File: src/source/cpu_cfg_pkg.sv
package cpu_cfg_pkg;

	// Datapath word
	localparam int word_w = 16;

	// Register file shape
	localparam int reg_count = 8;
	localparam int reg_addr_w = $clog2(reg_count);

	// Program memory, one instruction per word
	localparam int imem_depth = 64;
	localparam int pc_w = $clog2(imem_depth);

	// Register shown on the debug port
	localparam int debug_reg = 1;

endpackage

File: src/source/cpu_isa_pkg.sv
package cpu_isa_pkg;

	import cpu_cfg_pkg::*;

	////////////////////////////////////////
	// Field widths
	////////////////////////////////////////

	localparam int op_w = 4;
	localparam int imm_w = 6;
	// Spare low bits of the register form
	localparam int pad_w = word_w - op_w - 3 * reg_addr_w;

	////////////////////////////////////////
	// Opcodes
	////////////////////////////////////////

	localparam logic [op_w-1:0] op_add = 4'd0;
	localparam logic [op_w-1:0] op_sub = 4'd1;
	localparam logic [op_w-1:0] op_and = 4'd2;
	localparam logic [op_w-1:0] op_or = 4'd3;
	localparam logic [op_w-1:0] op_xor = 4'd4;
	localparam logic [op_w-1:0] op_addi = 4'd5;
	localparam logic [op_w-1:0] op_bnez = 4'd6;
	localparam logic [op_w-1:0] op_halt = 4'd15;

	// ALU function select
	typedef enum logic [2:0] {
		alu_add,
		alu_sub,
		alu_and,
		alu_or,
		alu_xor
	} alu_op_e;

	// Register form: rd = rs1 op rs2
	typedef struct packed {
		logic [op_w-1:0] opcode;
		logic [reg_addr_w-1:0] rd;
		logic [reg_addr_w-1:0] rs1;
		logic [reg_addr_w-1:0] rs2;
		logic [pad_w-1:0] unused;
	} instr_reg_t;

	// Immediate form, used by ADDI and BNEZ
	typedef struct packed {
		logic [op_w-1:0] opcode;
		logic [reg_addr_w-1:0] rd;
		logic [reg_addr_w-1:0] rs1;
		logic signed [imm_w-1:0] imm;
	} instr_imm_t;

	// One fetched word, two ways to read it
	typedef union packed {
		instr_reg_t r;
		instr_imm_t i;
	} instr_u;

endpackage

File: src/source/regfile_if.sv
`timescale 1ns/1ps

interface regfile_if import cpu_cfg_pkg::*; ();

	// Write port
	logic we;
	logic [reg_addr_w-1:0] waddr;
	logic [word_w-1:0] wdata;

	// Read port 1
	logic [reg_addr_w-1:0] raddr1;
	logic [word_w-1:0] rdata1;

	// Read port 2
	logic [reg_addr_w-1:0] raddr2;
	logic [word_w-1:0] rdata2;

	// Register file side
	modport regs (
		input we,
		input waddr,
		input wdata,
		input raddr1,
		input raddr2,
		output rdata1,
		output rdata2
	);

	// Execute side
	modport core (
		output we,
		output waddr,
		output wdata,
		output raddr1,
		output raddr2,
		input rdata1,
		input rdata2
	);

endinterface

File: src/source/register_file.sv
`timescale 1ns/1ps

module register_file import cpu_cfg_pkg::*; (
	input logic clk,
	input logic rst,

	regfile_if.regs rf,

	output logic [word_w-1:0] debug_out
);

	// Register storage
	logic [word_w-1:0] regs [reg_count];

	////////////////////////////////////////
	// Write port
	////////////////////////////////////////

	always_ff @(posedge clk) begin
		if (rst) begin
			// All registers back to zero
			regs <= '{default: '0};
		end else if (rf.we && (rf.waddr != '0)) begin
			// Register 0 is never written
			regs[rf.waddr] <= rf.wdata;
		end
	end

	////////////////////////////////////////
	// Read ports
	////////////////////////////////////////

	// Address 0 forced to zero
	always_comb begin
		if (rf.raddr1 == '0) begin
			rf.rdata1 = '0;
		end else begin
			rf.rdata1 = regs[rf.raddr1];
		end
	end

	// Second port, same rule
	always_comb begin
		if (rf.raddr2 == '0) begin
			rf.rdata2 = '0;
		end else begin
			rf.rdata2 = regs[rf.raddr2];
		end
	end

	// Values stored before this edge
	// so no path from wdata to rdata

	// Debug mirror
	assign debug_out = regs[debug_reg];

endmodule

File: src/source/instr_mem.sv
`timescale 1ns/1ps

module instr_mem
	import cpu_cfg_pkg::*;
	import cpu_isa_pkg::*;
(
	input logic clk,

	// Program load port
	input logic prog_we,
	input logic [pc_w-1:0] prog_addr,
	input logic [word_w-1:0] prog_data,

	// Fetch port
	input logic [pc_w-1:0] pc,
	output instr_u instr
);

	// Program words, not reset
	logic [word_w-1:0] mem [imem_depth];

	// Load one word per clock
	always_ff @(posedge clk) begin
		if (prog_we) begin
			mem[prog_addr] <= prog_data;
		end
	end

	// Fetch is combinational
	// Word handed out as the union
	assign instr = instr_u'(mem[pc]);

endmodule

File: src/source/pc_unit.sv
`timescale 1ns/1ps

module pc_unit
	import cpu_cfg_pkg::*;
	import cpu_isa_pkg::*;
(
	input logic clk,
	input logic rst,
	input logic run,

	// From execute
	input logic branch_taken,
	input logic signed [imm_w-1:0] branch_offset,
	input logic halt_req,

	output logic [pc_w-1:0] pc,
	output logic step,
	output logic halted
);

	logic [pc_w-1:0] pc_next;
	logic [pc_w-1:0] pc_delta;

	// Only gate on progress
	assign step = run && !halted;

	// Offset sign extended to pc width
	assign pc_delta = branch_taken ? pc_w'(branch_offset) : '0;

	// Relative to the next word, wraps around memory
	assign pc_next = pc + pc_w'(1) + pc_delta;

	always_ff @(posedge clk) begin
		if (rst) begin
			pc <= '0;
			halted <= 1'b0;
		end else if (step) begin
			if (halt_req) begin
				// Stop here, pc stays on the HALT
				halted <= 1'b1;
			end else begin
				pc <= pc_next;
			end
		end
	end

endmodule

File: src/source/decoder.sv
`timescale 1ns/1ps

module decoder import cpu_isa_pkg::*; (
	input instr_u instr,

	output alu_op_e alu_op,
	output logic use_imm,
	output logic reg_write,
	output logic is_branch,
	output logic is_halt
);

	// Opcode sits in the same bits in both views

	always_comb begin
		// Unknown opcodes fall through as no-op
		alu_op = alu_add;
		use_imm = 1'b0;
		reg_write = 1'b0;
		is_branch = 1'b0;
		is_halt = 1'b0;

		case (instr.r.opcode)
			////////////////////////////////////////
			// Register forms
			////////////////////////////////////////
			op_add: begin
				alu_op = alu_add;
				reg_write = 1'b1;
			end
			op_sub: begin
				alu_op = alu_sub;
				reg_write = 1'b1;
			end
			op_and: begin
				alu_op = alu_and;
				reg_write = 1'b1;
			end
			op_or: begin
				alu_op = alu_or;
				reg_write = 1'b1;
			end
			op_xor: begin
				alu_op = alu_xor;
				reg_write = 1'b1;
			end

			////////////////////////////////////////
			// Immediate forms
			////////////////////////////////////////
			op_addi: begin
				alu_op = alu_add;
				use_imm = 1'b1;
				reg_write = 1'b1;
			end
			// Condition tested on rs1
			op_bnez: begin
				is_branch = 1'b1;
			end
			op_halt: begin
				is_halt = 1'b1;
			end
			default: begin
			end
		endcase
	end

endmodule

File: src/source/alu.sv
`timescale 1ns/1ps

module alu
	import cpu_cfg_pkg::*;
	import cpu_isa_pkg::*;
(
	input alu_op_e op,
	input logic [word_w-1:0] a,
	input logic [word_w-1:0] b,
	output logic [word_w-1:0] result
);

	// Carries and borrows are dropped
	always_comb begin
		case (op)
			alu_add: begin
				result = a + b;
			end
			alu_sub: begin
				result = a - b;
			end
			alu_and: begin
				result = a & b;
			end
			alu_or: begin
				result = a | b;
			end
			alu_xor: begin
				result = a ^ b;
			end
			// Unused encodings
			default: begin
				result = '0;
			end
		endcase
	end

endmodule

File: src/source/exec_unit.sv
`timescale 1ns/1ps

module exec_unit
	import cpu_cfg_pkg::*;
	import cpu_isa_pkg::*;
(
	input instr_u instr,
	input logic step,

	regfile_if.core rf,

	// To the program counter
	output logic branch_taken,
	output logic signed [imm_w-1:0] branch_offset,
	output logic halt_req
);

	alu_op_e alu_op;
	logic use_imm;
	logic reg_write;
	logic is_branch;
	logic is_halt;

	logic [word_w-1:0] imm_ext;
	logic [word_w-1:0] operand_b;
	logic [word_w-1:0] alu_result;

	////////////////////////////////////////
	// Decode and compute
	////////////////////////////////////////

	decoder i_decoder (
		.instr(instr),
		.alu_op(alu_op),
		.use_imm(use_imm),
		.reg_write(reg_write),
		.is_branch(is_branch),
		.is_halt(is_halt)
	);

	// Immediate sign extended to a full word
	assign imm_ext = {{(word_w - imm_w){instr.i.imm[imm_w-1]}}, instr.i.imm};

	// Second operand select
	assign operand_b = use_imm ? imm_ext : rf.rdata2;

	alu i_alu (
		.op(alu_op),
		.a(rf.rdata1),
		.b(operand_b),
		.result(alu_result)
	);

	// Register file access
	assign rf.raddr1 = instr.r.rs1;
	assign rf.raddr2 = instr.r.rs2;
	assign rf.waddr = instr.r.rd;
	assign rf.wdata = alu_result;
	// No write while paused or halted
	assign rf.we = reg_write && step;

	// Branch when rs1 is nonzero
	assign branch_taken = is_branch && (rf.rdata1 != '0);
	assign branch_offset = instr.i.imm;
	assign halt_req = is_halt;

endmodule

File: src/source/tiny_cpu.sv
`timescale 1ns/1ps

module tiny_cpu
	import cpu_cfg_pkg::*;
	import cpu_isa_pkg::*;
(
	input logic clk,
	input logic rst,
	input logic run,

	// Program load
	input logic prog_we,
	input logic [pc_w-1:0] prog_addr,
	input logic [word_w-1:0] prog_data,

	output logic [word_w-1:0] debug_out,
	output logic halted
);

	logic [pc_w-1:0] pc;
	logic step;
	instr_u instr;
	logic branch_taken;
	logic signed [imm_w-1:0] branch_offset;
	logic halt_req;

	// Register file bus
	regfile_if rf_bus ();

	////////////////////////////////////////
	// Fetch
	////////////////////////////////////////

	pc_unit i_pc_unit (
		.clk(clk),
		.rst(rst),
		.run(run),
		.branch_taken(branch_taken),
		.branch_offset(branch_offset),
		.halt_req(halt_req),
		.pc(pc),
		.step(step),
		.halted(halted)
	);

	instr_mem i_instr_mem (
		.clk(clk),
		.prog_we(prog_we),
		.prog_addr(prog_addr),
		.prog_data(prog_data),
		.pc(pc),
		.instr(instr)
	);

	////////////////////////////////////////
	// Execute and write back
	////////////////////////////////////////

	exec_unit i_exec_unit (
		.instr(instr),
		.step(step),
		.rf(rf_bus.core),
		.branch_taken(branch_taken),
		.branch_offset(branch_offset),
		.halt_req(halt_req)
	);

	register_file i_register_file (
		.clk(clk),
		.rst(rst),
		.rf(rf_bus.regs),
		.debug_out(debug_out)
	);

endmodule

File: config.mk
export PLATFORM = sky130hd
export DESIGN_NAME = tiny_cpu
export DESIGN_NICKNAME = d
export VERILOG_FILES = /design/src/source/cpu_cfg_pkg.sv /design/src/source/cpu_isa_pkg.sv /design/src/source/regfile_if.sv /design/src/source/register_file.sv /design/src/source/instr_mem.sv /design/src/source/pc_unit.sv /design/src/source/decoder.sv /design/src/source/alu.sv /design/src/source/exec_unit.sv /design/src/source/tiny_cpu.sv
export SDC_FILE = /design/constraint.sdc
export NUM_CORES = 1
export LEC_CHECK = 0
export BUFFER_PORTS_ARGS = -buffer_cell sky130_fd_sc_hd__buf_2
export CORE_ASPECT_RATIO = 0.5
export CORE_UTILIZATION = 65
export CTS_BUF_LIST = sky130_fd_sc_hd__clkbuf_8
export CTS_CLUSTER_DIAMETER = 50
export CTS_CLUSTER_SIZE = 14
export DETAILED_ROUTE_END_ITERATION = 8
export PLACE_DENSITY_LB_ADDON = 0.15
export SYNTH_ARGS = -nofsm -noshare
export SYNTH_HDL_FRONTEND = slang
export SYNTH_HIERARCHICAL = 1
export SYNTH_SLANG_ARGS = --single-unit
File: constraint.sdc
create_clock -name clk -period 9.1 [get_ports clk]
set_clock_uncertainty 0.05 [all_clocks]
set_input_delay 0.455 -clock clk [delete_from_list [all_inputs] [get_ports clk]]
set_output_delay 0.455 -clock clk [all_outputs]
set_load 0.02 [all_outputs]
==> results of run 1 <==
## cell type report
cell class                      instances  area [um^2]  area share, %
Sequential cell                      1143        33100           64.1
Multi-Input combinational cell       1531        14200           27.5
Clock buffer                           96         1320           2.56
Timing Repair Buffer                  177         1280           2.47
Tap cell                             1008         1260           2.44
Clock inverter                         56          299          0.578
Inverter                               49          184          0.356
Antenna cell                            2         5.00        0.00968
## through the flow
stage	cells	util, %	hold WS (ns)
finish	4062	70.0	0.138
global route	4062	70.0	0.132
CTS	4060	69.9	0.0841
detailed placement	3907	67.7	0.412
global placement	3907	67.7	0.404
floorplan	2947	-	0.392
## layer usage
layer | global-route usage (%) | vias to the layer above | routed length (um)
li1 | - | 11700 | -
met1 | 45.9 | 14100 | 47300
met2 | 47.9 | 1411 | 54500
met3 | 5.60 | 201 | 11700
met4 | 9.27 | 0 | 3090
met5 | 0 | - | 0
## flip-flops by register name, indices dropped and copies added (netlist names)
name,cells
i_register_file/debug_out,16
i_pc_unit/pc,6
i_pc_unit/halted,1
i_register_file/regs,96
i_instr_mem/mem,1024
## worst max path at each step
stage                                            start  cells after the start                                    endpoint  slack, ns
after floorplan           i_pc_unit/pc[1]$_SDFFE_PP0P_                     27  i_register_file/debug_out[15]$_SDFFE_PP0P_       3.04
after global placement    i_pc_unit/pc[2]$_SDFFE_PP0P_                     22       i_register_file/regs[44]$_SDFFE_PP0P_       1.43
after detailed placement  i_pc_unit/pc[2]$_SDFFE_PP0P_                     22       i_register_file/regs[76]$_SDFFE_PP0P_       1.31
after CTS                 i_pc_unit/pc[2]$_SDFFE_PP0P_                     22       i_register_file/regs[76]$_SDFFE_PP0P_       1.30
after global routing      i_pc_unit/pc[2]$_SDFFE_PP0P_                     22       i_register_file/regs[60]$_SDFFE_PP0P_       0.78
final                     i_pc_unit/pc[2]$_SDFFE_PP0P_                     22       i_register_file/regs[60]$_SDFFE_PP0P_       1.17
## synthesized netlist by cell type, drive strengths merged, types with 9 or more instances
| cell | count | area, um^2 |
|---|---|---|
| a211oi | 19 | 143 |
| a21oi | 166 | 1020 |
| a221oi | 81 | 716 |
| a22oi | 39 | 293 |
| a311oi | 10 | 87.6 |
| a31oi | 11 | 68.8 |
| a41oi | 9 | 78.8 |
| and2 | 11 | 68.8 |
| buf | 169 | 1440 |
| clkbuf | 55 | 230 |
| dfxtp | 119 | 2380 |
| edfxtp | 1024 | 30700 |
| ha | 53 | 663 |
| inv | 48 | 180 |
| mux2 | 65 | 754 |
| mux2i | 153 | 1530 |
| mux4 | 224 | 5060 |
| nand2 | 305 | 1150 |
| nand2b | 9 | 56.3 |
| nand3 | 32 | 165 |
| nand4 | 16 | 100 |
| nor2 | 107 | 407 |
| nor2b | 42 | 273 |
| nor4 | 9 | 81.3 |
| o21ai | 42 | 248 |
| xnor2 | 21 | 184 |
## cell families after synthesis
kind of cell | after synthesis | synth area share [%]
AO/OA/AOI/OAI | 429 | 6.31
XOR/XNOR | 25 | 0.446
adder cells (fa/ha/maj) | 55 | 1.43
buffers and inverters | 273 | 3.77
flip-flops | 1143 | 67.5
multiplexers | 442 | 15.0
AND/OR/NAND/NOR | 580 | 5.61
## where the power goes
group          internal [mW]  switching, mW  total, mW
combinational           3.47           5.81       9.27
clock                   1.02           1.65       2.67
sequential              5.87          0.236       6.11
total                   10.4           7.70       18.1
## what timing repair did
item                      CTS  global route
hold buffers                1             0
buffers inserted            0             0
hold endpoints to repair    1             0
==> flow_results.xml, run 1 <==
<?xml version="1.0" encoding="UTF-8"?>
<metrics>
  <group name="place">
    <metric name="dp_worst_setup_slack" unit="ns">1.31</metric>
    <metric name="port-buffer-count" unit="">42</metric>
    <metric name="finalWeightedCongestion" unit="">0.930</metric>
    <metric name="dp_hpwl" unit="um">72200</metric>
    <metric name="placed_area" unit="um^2">50100</metric>
  </group>
  <group name="critical_path">
    <metric name="worst_r2r_endpoint" unit="">i_register_file/regs[60]$_SDFFE_PP0P_</metric>
    <metric name="timing.critical_path.fanout_max" unit="">56</metric>
    <metric name="worst-setup-path-type" unit="">reg -&gt; reg</metric>
    <metric name="rr_worst_depth" unit="">22</metric>
    <metric name="worst_path_largest_cell_delay" unit="ns">0.96</metric>
    <metric name="rrSetupSlack" unit="ns">1.17</metric>
    <metric name="timing.rr.start" unit="">i_pc_unit/pc[2]$_SDFFE_PP0P_</metric>
    <metric name="critPathTopFamily" unit="">compound AO/OA/AOI/OAI gates</metric>
    <metric name="critical_path_required" unit="ns">9.76</metric>
    <metric name="cp_cell_sequence" unit="">mux4_2, mux2i_1, a22oi_1, a31oi_1, a311oi_4, buf_4, mux2_2, a221oi_1, a221oi_1, mux2_4, or3_1, nor3_1, a31oi_1, xnor2_1, ha_1, a21o_1, or3_1, o21ai_1, nand3_1, a41oi_1, nand2_1, a21oi_2</metric>
    <metric name="startpoint_type" unit="">flip-flop</metric>
    <metric name="category_of_the_worst_setup_path_capture_point" unit="">flip-flop</metric>
    <metric name="cp_slowest_cell" unit="">sky130_fd_sc_hd__dfxtp_4</metric>
    <metric name="data_arrival_time_of_the_critical_path" unit="ns">8.60</metric>
    <metric name="path_buf_inv" unit="">1</metric>
  </group>
  <group name="synth">
    <metric name="synth_edf_count" unit="">1024</metric>
    <metric name="asyncSetResetFlopFracSynth" unit="%">0</metric>
    <metric name="synth_seq_area_share" unit="%">67.5</metric>
    <metric name="ys_seq_elements" unit="">1143</metric>
    <metric name="synth.lib_cells_used.distinct" unit="">90</metric>
    <metric name="synthesis.instances" unit="">2947</metric>
    <metric name="syn-cell-area" unit="um^2">49100</metric>
    <metric name="synth-warning-count" unit="">6</metric>
    <metric name="synth-main-ff-cell" unit="">sky130_fd_sc_hd__edfxtp_1</metric>
    <metric name="syn-num-nets" unit="">3028</metric>
    <metric name="mean_post_synth_cell_area" unit="um^2">16.7</metric>
  </group>
  <group name="timing">
    <metric name="final-max-slew-violation-count" unit="">0</metric>
    <metric name="rsz_0062_raised_after_global_routing" unit="">no</metric>
    <metric name="min_period_over_period" unit="%">87.2</metric>
    <metric name="min_period" unit="ns">7.93</metric>
    <metric name="tightest_slew" unit="ns">1.24</metric>
    <metric name="setup_viol" unit="">0</metric>
    <metric name="max-slew-margin-rel" unit="%">17.6</metric>
    <metric name="postLayoutSetupSlackWorst" unit="ns">1.17</metric>
    <metric name="timing.final.hold_violations" unit="">0</metric>
    <metric name="fin_setup_tns" unit="ns">0</metric>
    <metric name="max_freq" unit="GHz">0.126</metric>
  </group>
  <group name="drt">
    <metric name="first_iter_violations" unit="">3197</metric>
    <metric name="routed_wire_length_per_instance" unit="um">28.7</metric>
    <metric name="drtAntennaViolNets" unit="">0</metric>
    <metric name="viasPerCell" unit="">6.73</metric>
    <metric name="drt_pre_antenna_iters" unit="">6</metric>
    <metric name="routed_wl" unit="um">117000</metric>
    <metric name="detailroute.via_count" unit="">27300</metric>
    <metric name="drc" unit="">0</metric>
  </group>
  <group name="cts">
    <metric name="clkSlewWorstSetupHoldPaths" unit="ns">0.10</metric>
    <metric name="clk_root_buffer_cell" unit="">sky130_fd_sc_hd__clkbuf_8</metric>
    <metric name="clock_tree.buffer_depth" unit="">3</metric>
    <metric name="cts_made_buffers" unit="">93</metric>
    <metric name="post_cts.resized_instances" unit="">0</metric>
    <metric name="total_number_of_clock_tree_sinks" unit="">1143</metric>
    <metric name="tritoncts" unit="">done</metric>
    <metric name="h-tree-depth" unit="">3</metric>
    <metric name="clock_latency" unit="ns">0.79</metric>
  </group>
  <group name="floorplan">
    <metric name="pin_count" unit="">43</metric>
    <metric name="core_area" unit="um^2">73900</metric>
    <metric name="die_h" unit="um">196</metric>
    <metric name="dieArea" unit="um^2">76700</metric>
    <metric name="initial_standard_cell_utilization_of_the_core" unit="%">66.4</metric>
    <metric name="die_w" unit="um">391</metric>
    <metric name="num_rows" unit="">70</metric>
  </group>
  <group name="cells_and_area">
    <metric name="final_layout_size_suffix_gt1_share" unit="%">21.8</metric>
    <metric name="final.fill_count" unit="">4778</metric>
    <metric name="syn2layout_area_growth" unit="%">5.30</metric>
    <metric name="final_nets" unit="">3076</metric>
    <metric name="fin_area" unit="um^2">51700</metric>
    <metric name="layout_commonest_cell" unit="">sky130_fd_sc_hd__edfxtp_1</metric>
    <metric name="most-common-layout-cells" unit="">sky130_fd_sc_hd__edfxtp_1, sky130_fd_sc_hd__nand2_1, sky130_fd_sc_hd__mux4_2, sky130_fd_sc_hd__mux2i_1, sky130_fd_sc_hd__buf_4</metric>
  </group>
  <group name="global_route">
    <metric name="grtUsageTotal" unit="%">31.0</metric>
    <metric name="globalRouteOverflowTotal" unit="">0</metric>
    <metric name="number_of_global_route_vias_before_repair" unit="">26700</metric>
    <metric name="grt_antenna_before_repair" unit="">2</metric>
    <metric name="wire_length_of_the_first_global_routing_pass" unit="um">172000</metric>
    <metric name="maximum_number_of_pins_on_one_net_before_global_route_repair" unit="">95</metric>
  </group>
  <group name="flow_run">
    <metric name="maxCapViolCount" unit="">0</metric>
  </group>
  <group name="outcome">
    <metric name="status" unit="">finished, final reports clean</metric>
  </group>
  <group name="hold_path">
    <metric name="hp-class" unit="">in -&gt; reg</metric>
    <metric name="whs_endpoint" unit="">i_register_file/regs[77]$_SDFFE_PP0P_</metric>
    <metric name="min_delay_path_depth" unit="">2</metric>
    <metric name="worstHoldStart" unit="">rst</metric>
  </group>
  <group name="power">
    <metric name="fin_total_pwr" unit="mW">18.1</metric>
    <metric name="vdd.ir_drop.worst" unit="mV">0.494</metric>
    <metric name="cell_leakage_power" unit="nW">16.5</metric>
    <metric name="power_per_cell_area" unit="nW/um^2">349</metric>
  </group>
</metrics>
No activity file was read; power rests on OpenSTA's default activity.
==> inputs of run 2 (changes only) <==
--- a/config.mk
+++ b/config.mk
@@ -6,7 +6,7 @@
 export NUM_CORES = 1
 export LEC_CHECK = 0
 export BUFFER_PORTS_ARGS = -buffer_cell sky130_fd_sc_hd__buf_2
-export CORE_ASPECT_RATIO = 0.5
+export CORE_ASPECT_RATIO = 0.6
 export CORE_UTILIZATION = 65
 export CTS_BUF_LIST = sky130_fd_sc_hd__clkbuf_8
 export CTS_CLUSTER_DIAMETER = 50
==> run 2 against run 1 <==
Effect of this change:
- the run now ends with slew limit left
- wire length increased by 10%
- count of clock-buffer cells in the layout decreased by 1
- first-iteration DRC count increased by 51%
- design area decreased by 0.15%
- hold slack got worse by 0.055 ns
- critical path depth increased by 1
- register-to-register slack got worse by 0.57 ns
- die area about the same
- setup slack got worse by 0.57 ns
- critical path type unchanged
- highest routed layer is now met5
==> flow_results.xml, run 2 (synthesized netlist as in run 1, its figures left out) <==
<?xml version="1.0" encoding="UTF-8"?>
<metrics>
  <group name="outcome">
    <metric name="status" unit="">complete, but fails checks</metric>
    <metric name="failing_checks" unit="">slew limit</metric>
  </group>
  <group name="drt">
    <metric name="detailroute.via_count" unit="">28300</metric>
    <metric name="drt_pre_antenna_iters" unit="">6</metric>
    <metric name="drtAntennaViolNets" unit="">0</metric>
    <metric name="routed_wl" unit="um">129000</metric>
    <metric name="viasPerCell" unit="">7.02</metric>
    <metric name="first_iter_violations" unit="">4829</metric>
    <metric name="drc" unit="">0</metric>
    <metric name="routed_wire_length_per_instance" unit="um">31.9</metric>
  </group>
  <group name="place">
    <metric name="finalWeightedCongestion" unit="">0.973</metric>
    <metric name="port-buffer-count" unit="">42</metric>
    <metric name="dp_hpwl" unit="um">83600</metric>
    <metric name="dp_worst_setup_slack" unit="ns">1.06</metric>
  </group>
  <group name="critical_path">
    <metric name="timing.critical_path.fanout_max" unit="">45</metric>
    <metric name="rrSetupSlack" unit="ns">0.60</metric>
    <metric name="timing.rr.start" unit="">i_pc_unit/pc[0]$_SDFFE_PP0P_</metric>
    <metric name="crit_start" unit="">i_pc_unit/pc[0]$_SDFFE_PP0P_</metric>
    <metric name="cp_slowest_cell" unit="">sky130_fd_sc_hd__a311o_1</metric>
    <metric name="cp_cell_sequence" unit="">buf_12, mux4_2, nor2b_1, a211o_1, a31oi_1, a311oi_2, buf_4, nor2b_1, buf_4, a221oi_1, a221oi_1, mux2_4, or3_1, nor3_1, a31oi_1, xnor2_1, ha_1, a21o_1, or3_1, o21ai_1, a311o_1, nand2_1, a21oi_2</metric>
    <metric name="rr_worst_depth" unit="">23</metric>
    <metric name="critPathTopFamily" unit="">compound AO/OA/AOI/OAI gates</metric>
    <metric name="category_of_the_worst_setup_path_capture_point" unit="">flip-flop</metric>
    <metric name="worst_path_largest_cell_delay" unit="ns">0.86</metric>
    <metric name="path_buf_inv" unit="">3</metric>
    <metric name="worst-path-stages" unit="">23</metric>
    <metric name="critical_path_required" unit="ns">9.71</metric>
    <metric name="worst_r2r_endpoint" unit="">i_register_file/regs[74]$_SDFFE_PP0P_</metric>
    <metric name="startpoint_type" unit="">flip-flop</metric>
    <metric name="data_arrival_time_of_the_critical_path" unit="ns">9.11</metric>
    <metric name="worst-setup-path-type" unit="">reg -&gt; reg</metric>
    <metric name="endpoint" unit="">i_register_file/regs[74]$_SDFFE_PP0P_</metric>
  </group>
  <group name="cells_and_area">
    <metric name="final_layout_size_suffix_gt1_share" unit="%">22.4</metric>
    <metric name="final.fill_count" unit="">4757</metric>
    <metric name="layout_commonest_cell" unit="">sky130_fd_sc_hd__edfxtp_1</metric>
    <metric name="largest_register_ffs" unit="">1024</metric>
    <metric name="syn2layout_area_growth" unit="%">5.14</metric>
    <metric name="largest-register" unit="">i_instr_mem/mem</metric>
    <metric name="final_nets" unit="">3090</metric>
    <metric name="most-common-layout-cells" unit="">sky130_fd_sc_hd__edfxtp_1, sky130_fd_sc_hd__nand2_1, sky130_fd_sc_hd__mux4_2, sky130_fd_sc_hd__mux2i_1, sky130_fd_sc_hd__buf_4</metric>
  </group>
  <group name="global_route">
    <metric name="grtUsageTotal" unit="%">34.0</metric>
    <metric name="globalRouteOverflowTotal" unit="">0</metric>
    <metric name="grt_antenna_before_repair" unit="">3</metric>
    <metric name="wire_length_of_the_first_global_routing_pass" unit="um">185000</metric>
    <metric name="maximum_number_of_pins_on_one_net_before_global_route_repair" unit="">86</metric>
    <metric name="number_of_global_route_vias_before_repair" unit="">26900</metric>
  </group>
  <group name="cts">
    <metric name="clk_root_buffer_cell" unit="">sky130_fd_sc_hd__clkbuf_8</metric>
    <metric name="cts_made_buffers" unit="">92</metric>
    <metric name="clkSlewWorstSetupHoldPaths" unit="ns">0.10</metric>
    <metric name="clock_latency" unit="ns">0.76</metric>
    <metric name="total_number_of_clock_tree_sinks" unit="">1143</metric>
    <metric name="clock_tree.buffer_depth" unit="">3</metric>
    <metric name="h-tree-depth" unit="">3</metric>
    <metric name="tritoncts" unit="">done</metric>
    <metric name="post_cts.resized_instances" unit="">0</metric>
  </group>
  <group name="flow_run">
    <metric name="maxCapViolCount" unit="">0</metric>
  </group>
  <group name="timing">
    <metric name="rsz_0062_raised_after_global_routing" unit="">no</metric>
    <metric name="tightest_slew" unit="ns">1.56</metric>
    <metric name="final-max-slew-violation-count" unit="">4</metric>
    <metric name="min_period" unit="ns">8.50</metric>
    <metric name="max_freq" unit="GHz">0.118</metric>
    <metric name="timing.final.hold_violations" unit="">0</metric>
    <metric name="setup_viol" unit="">0</metric>
    <metric name="postLayoutSetupSlackWorst" unit="ns">0.600</metric>
    <metric name="min_period_over_period" unit="%">93.4</metric>
    <metric name="fin_setup_tns" unit="ns">0</metric>
    <metric name="max-slew-margin-rel" unit="%">-4.00</metric>
  </group>
  <group name="floorplan">
    <metric name="dieArea" unit="um^2">76700</metric>
    <metric name="die_w" unit="um">357</metric>
    <metric name="num_rows" unit="">77</metric>
    <metric name="die_h" unit="um">215</metric>
    <metric name="pin_count" unit="">43</metric>
    <metric name="core_area" unit="um^2">74200</metric>
    <metric name="initial_standard_cell_utilization_of_the_core" unit="%">66.2</metric>
  </group>
  <group name="hold_path">
    <metric name="hp-class" unit="">in -&gt; reg</metric>
  </group>
</metrics>
-- run 2: cell count changes in the layout (fill, tap and decap cells not counted), moves of 2 or more --
| cell | previous run | this run |
|---|---|---|
| sky130_fd_sc_hd__inv_1 | 95 | 72 |
| sky130_fd_sc_hd__buf_4 | 131 | 146 |
| sky130_fd_sc_hd__nor2_1 | 105 | 101 |
| sky130_fd_sc_hd__nor2_2 | 2 | 6 |
| sky130_fd_sc_hd__clkinv_8 | 3 | 1 |
-- run 2: metal layers --
metal,wire length [um],GRT usage (%),up-vias
met5,264,2.50,-
met4,2710,6.79,4
met3,23200,15.7,265
met2,49500,42.0,2105
met1,53000,54.3,14300
li1,-,-,11600
-- run 2: cell type report --
type | count | area (um^2) | area share (%)
well taps | 987 | 1230 | 2.39
clock buffers | 95 | 1310 | 2.53
inverters | 49 | 184 | 0.356
clock inverters | 31 | 148 | 0.286
multi-input cells | 1531 | 14200 | 27.5
flip-flops and latches | 1143 | 33100 | 64.2
repair buffers | 192 | 1390 | 2.69
diodes | 1 | 2.50 | 0.00485
-- run 2: stage by stage --
step                      std cells  cell area, um^2  hold slack (ns)  util, %
after detailed placement       3901            50200            0.413     67.6
after global routing           4028            51600           0.0736     69.6
final                          4029            51600           0.0831     69.6
after global placement         3901            50200            0.398     67.6
after floorplan                2947            49100            0.392        -
after CTS                      4028            51600           0.0316     69.6
-- run 2: what timing repair did --
| action | 4_1_cts | 5_1_grt |
|---|---|---|
| endpoints found under the hold margin | 1 | 0 |
| buffers inserted | 0 | 0 |
| hold buffers | 1 | 0 |
-- run 2: worst min-delay path by stage --
stage	cells after the start	end	slack [ns]	from
finish	2	i_register_file/regs[91]$_SDFFE_PP0P_	0.08	rst
global route	2	i_register_file/regs[91]$_SDFFE_PP0P_	0.07	rst
CTS	2	i_register_file/debug_out[4]$_SDFFE_PP0P_	0.03	rst
detailed placement	2	i_register_file/regs[79]$_SDFFE_PP0P_	0.41	i_register_file/regs[79]$_SDFFE_PP0P_
global placement	2	i_register_file/regs[68]$_SDFFE_PP0P_	0.40	i_register_file/regs[68]$_SDFFE_PP0P_
floorplan	2	i_register_file/regs[64]$_SDFFE_PP0P_	0.39	i_register_file/regs[64]$_SDFFE_PP0P_
Power of run 2 is not shown: default switching activity piles up to over one toggle a cycle in this logic, so the estimate is an artifact.
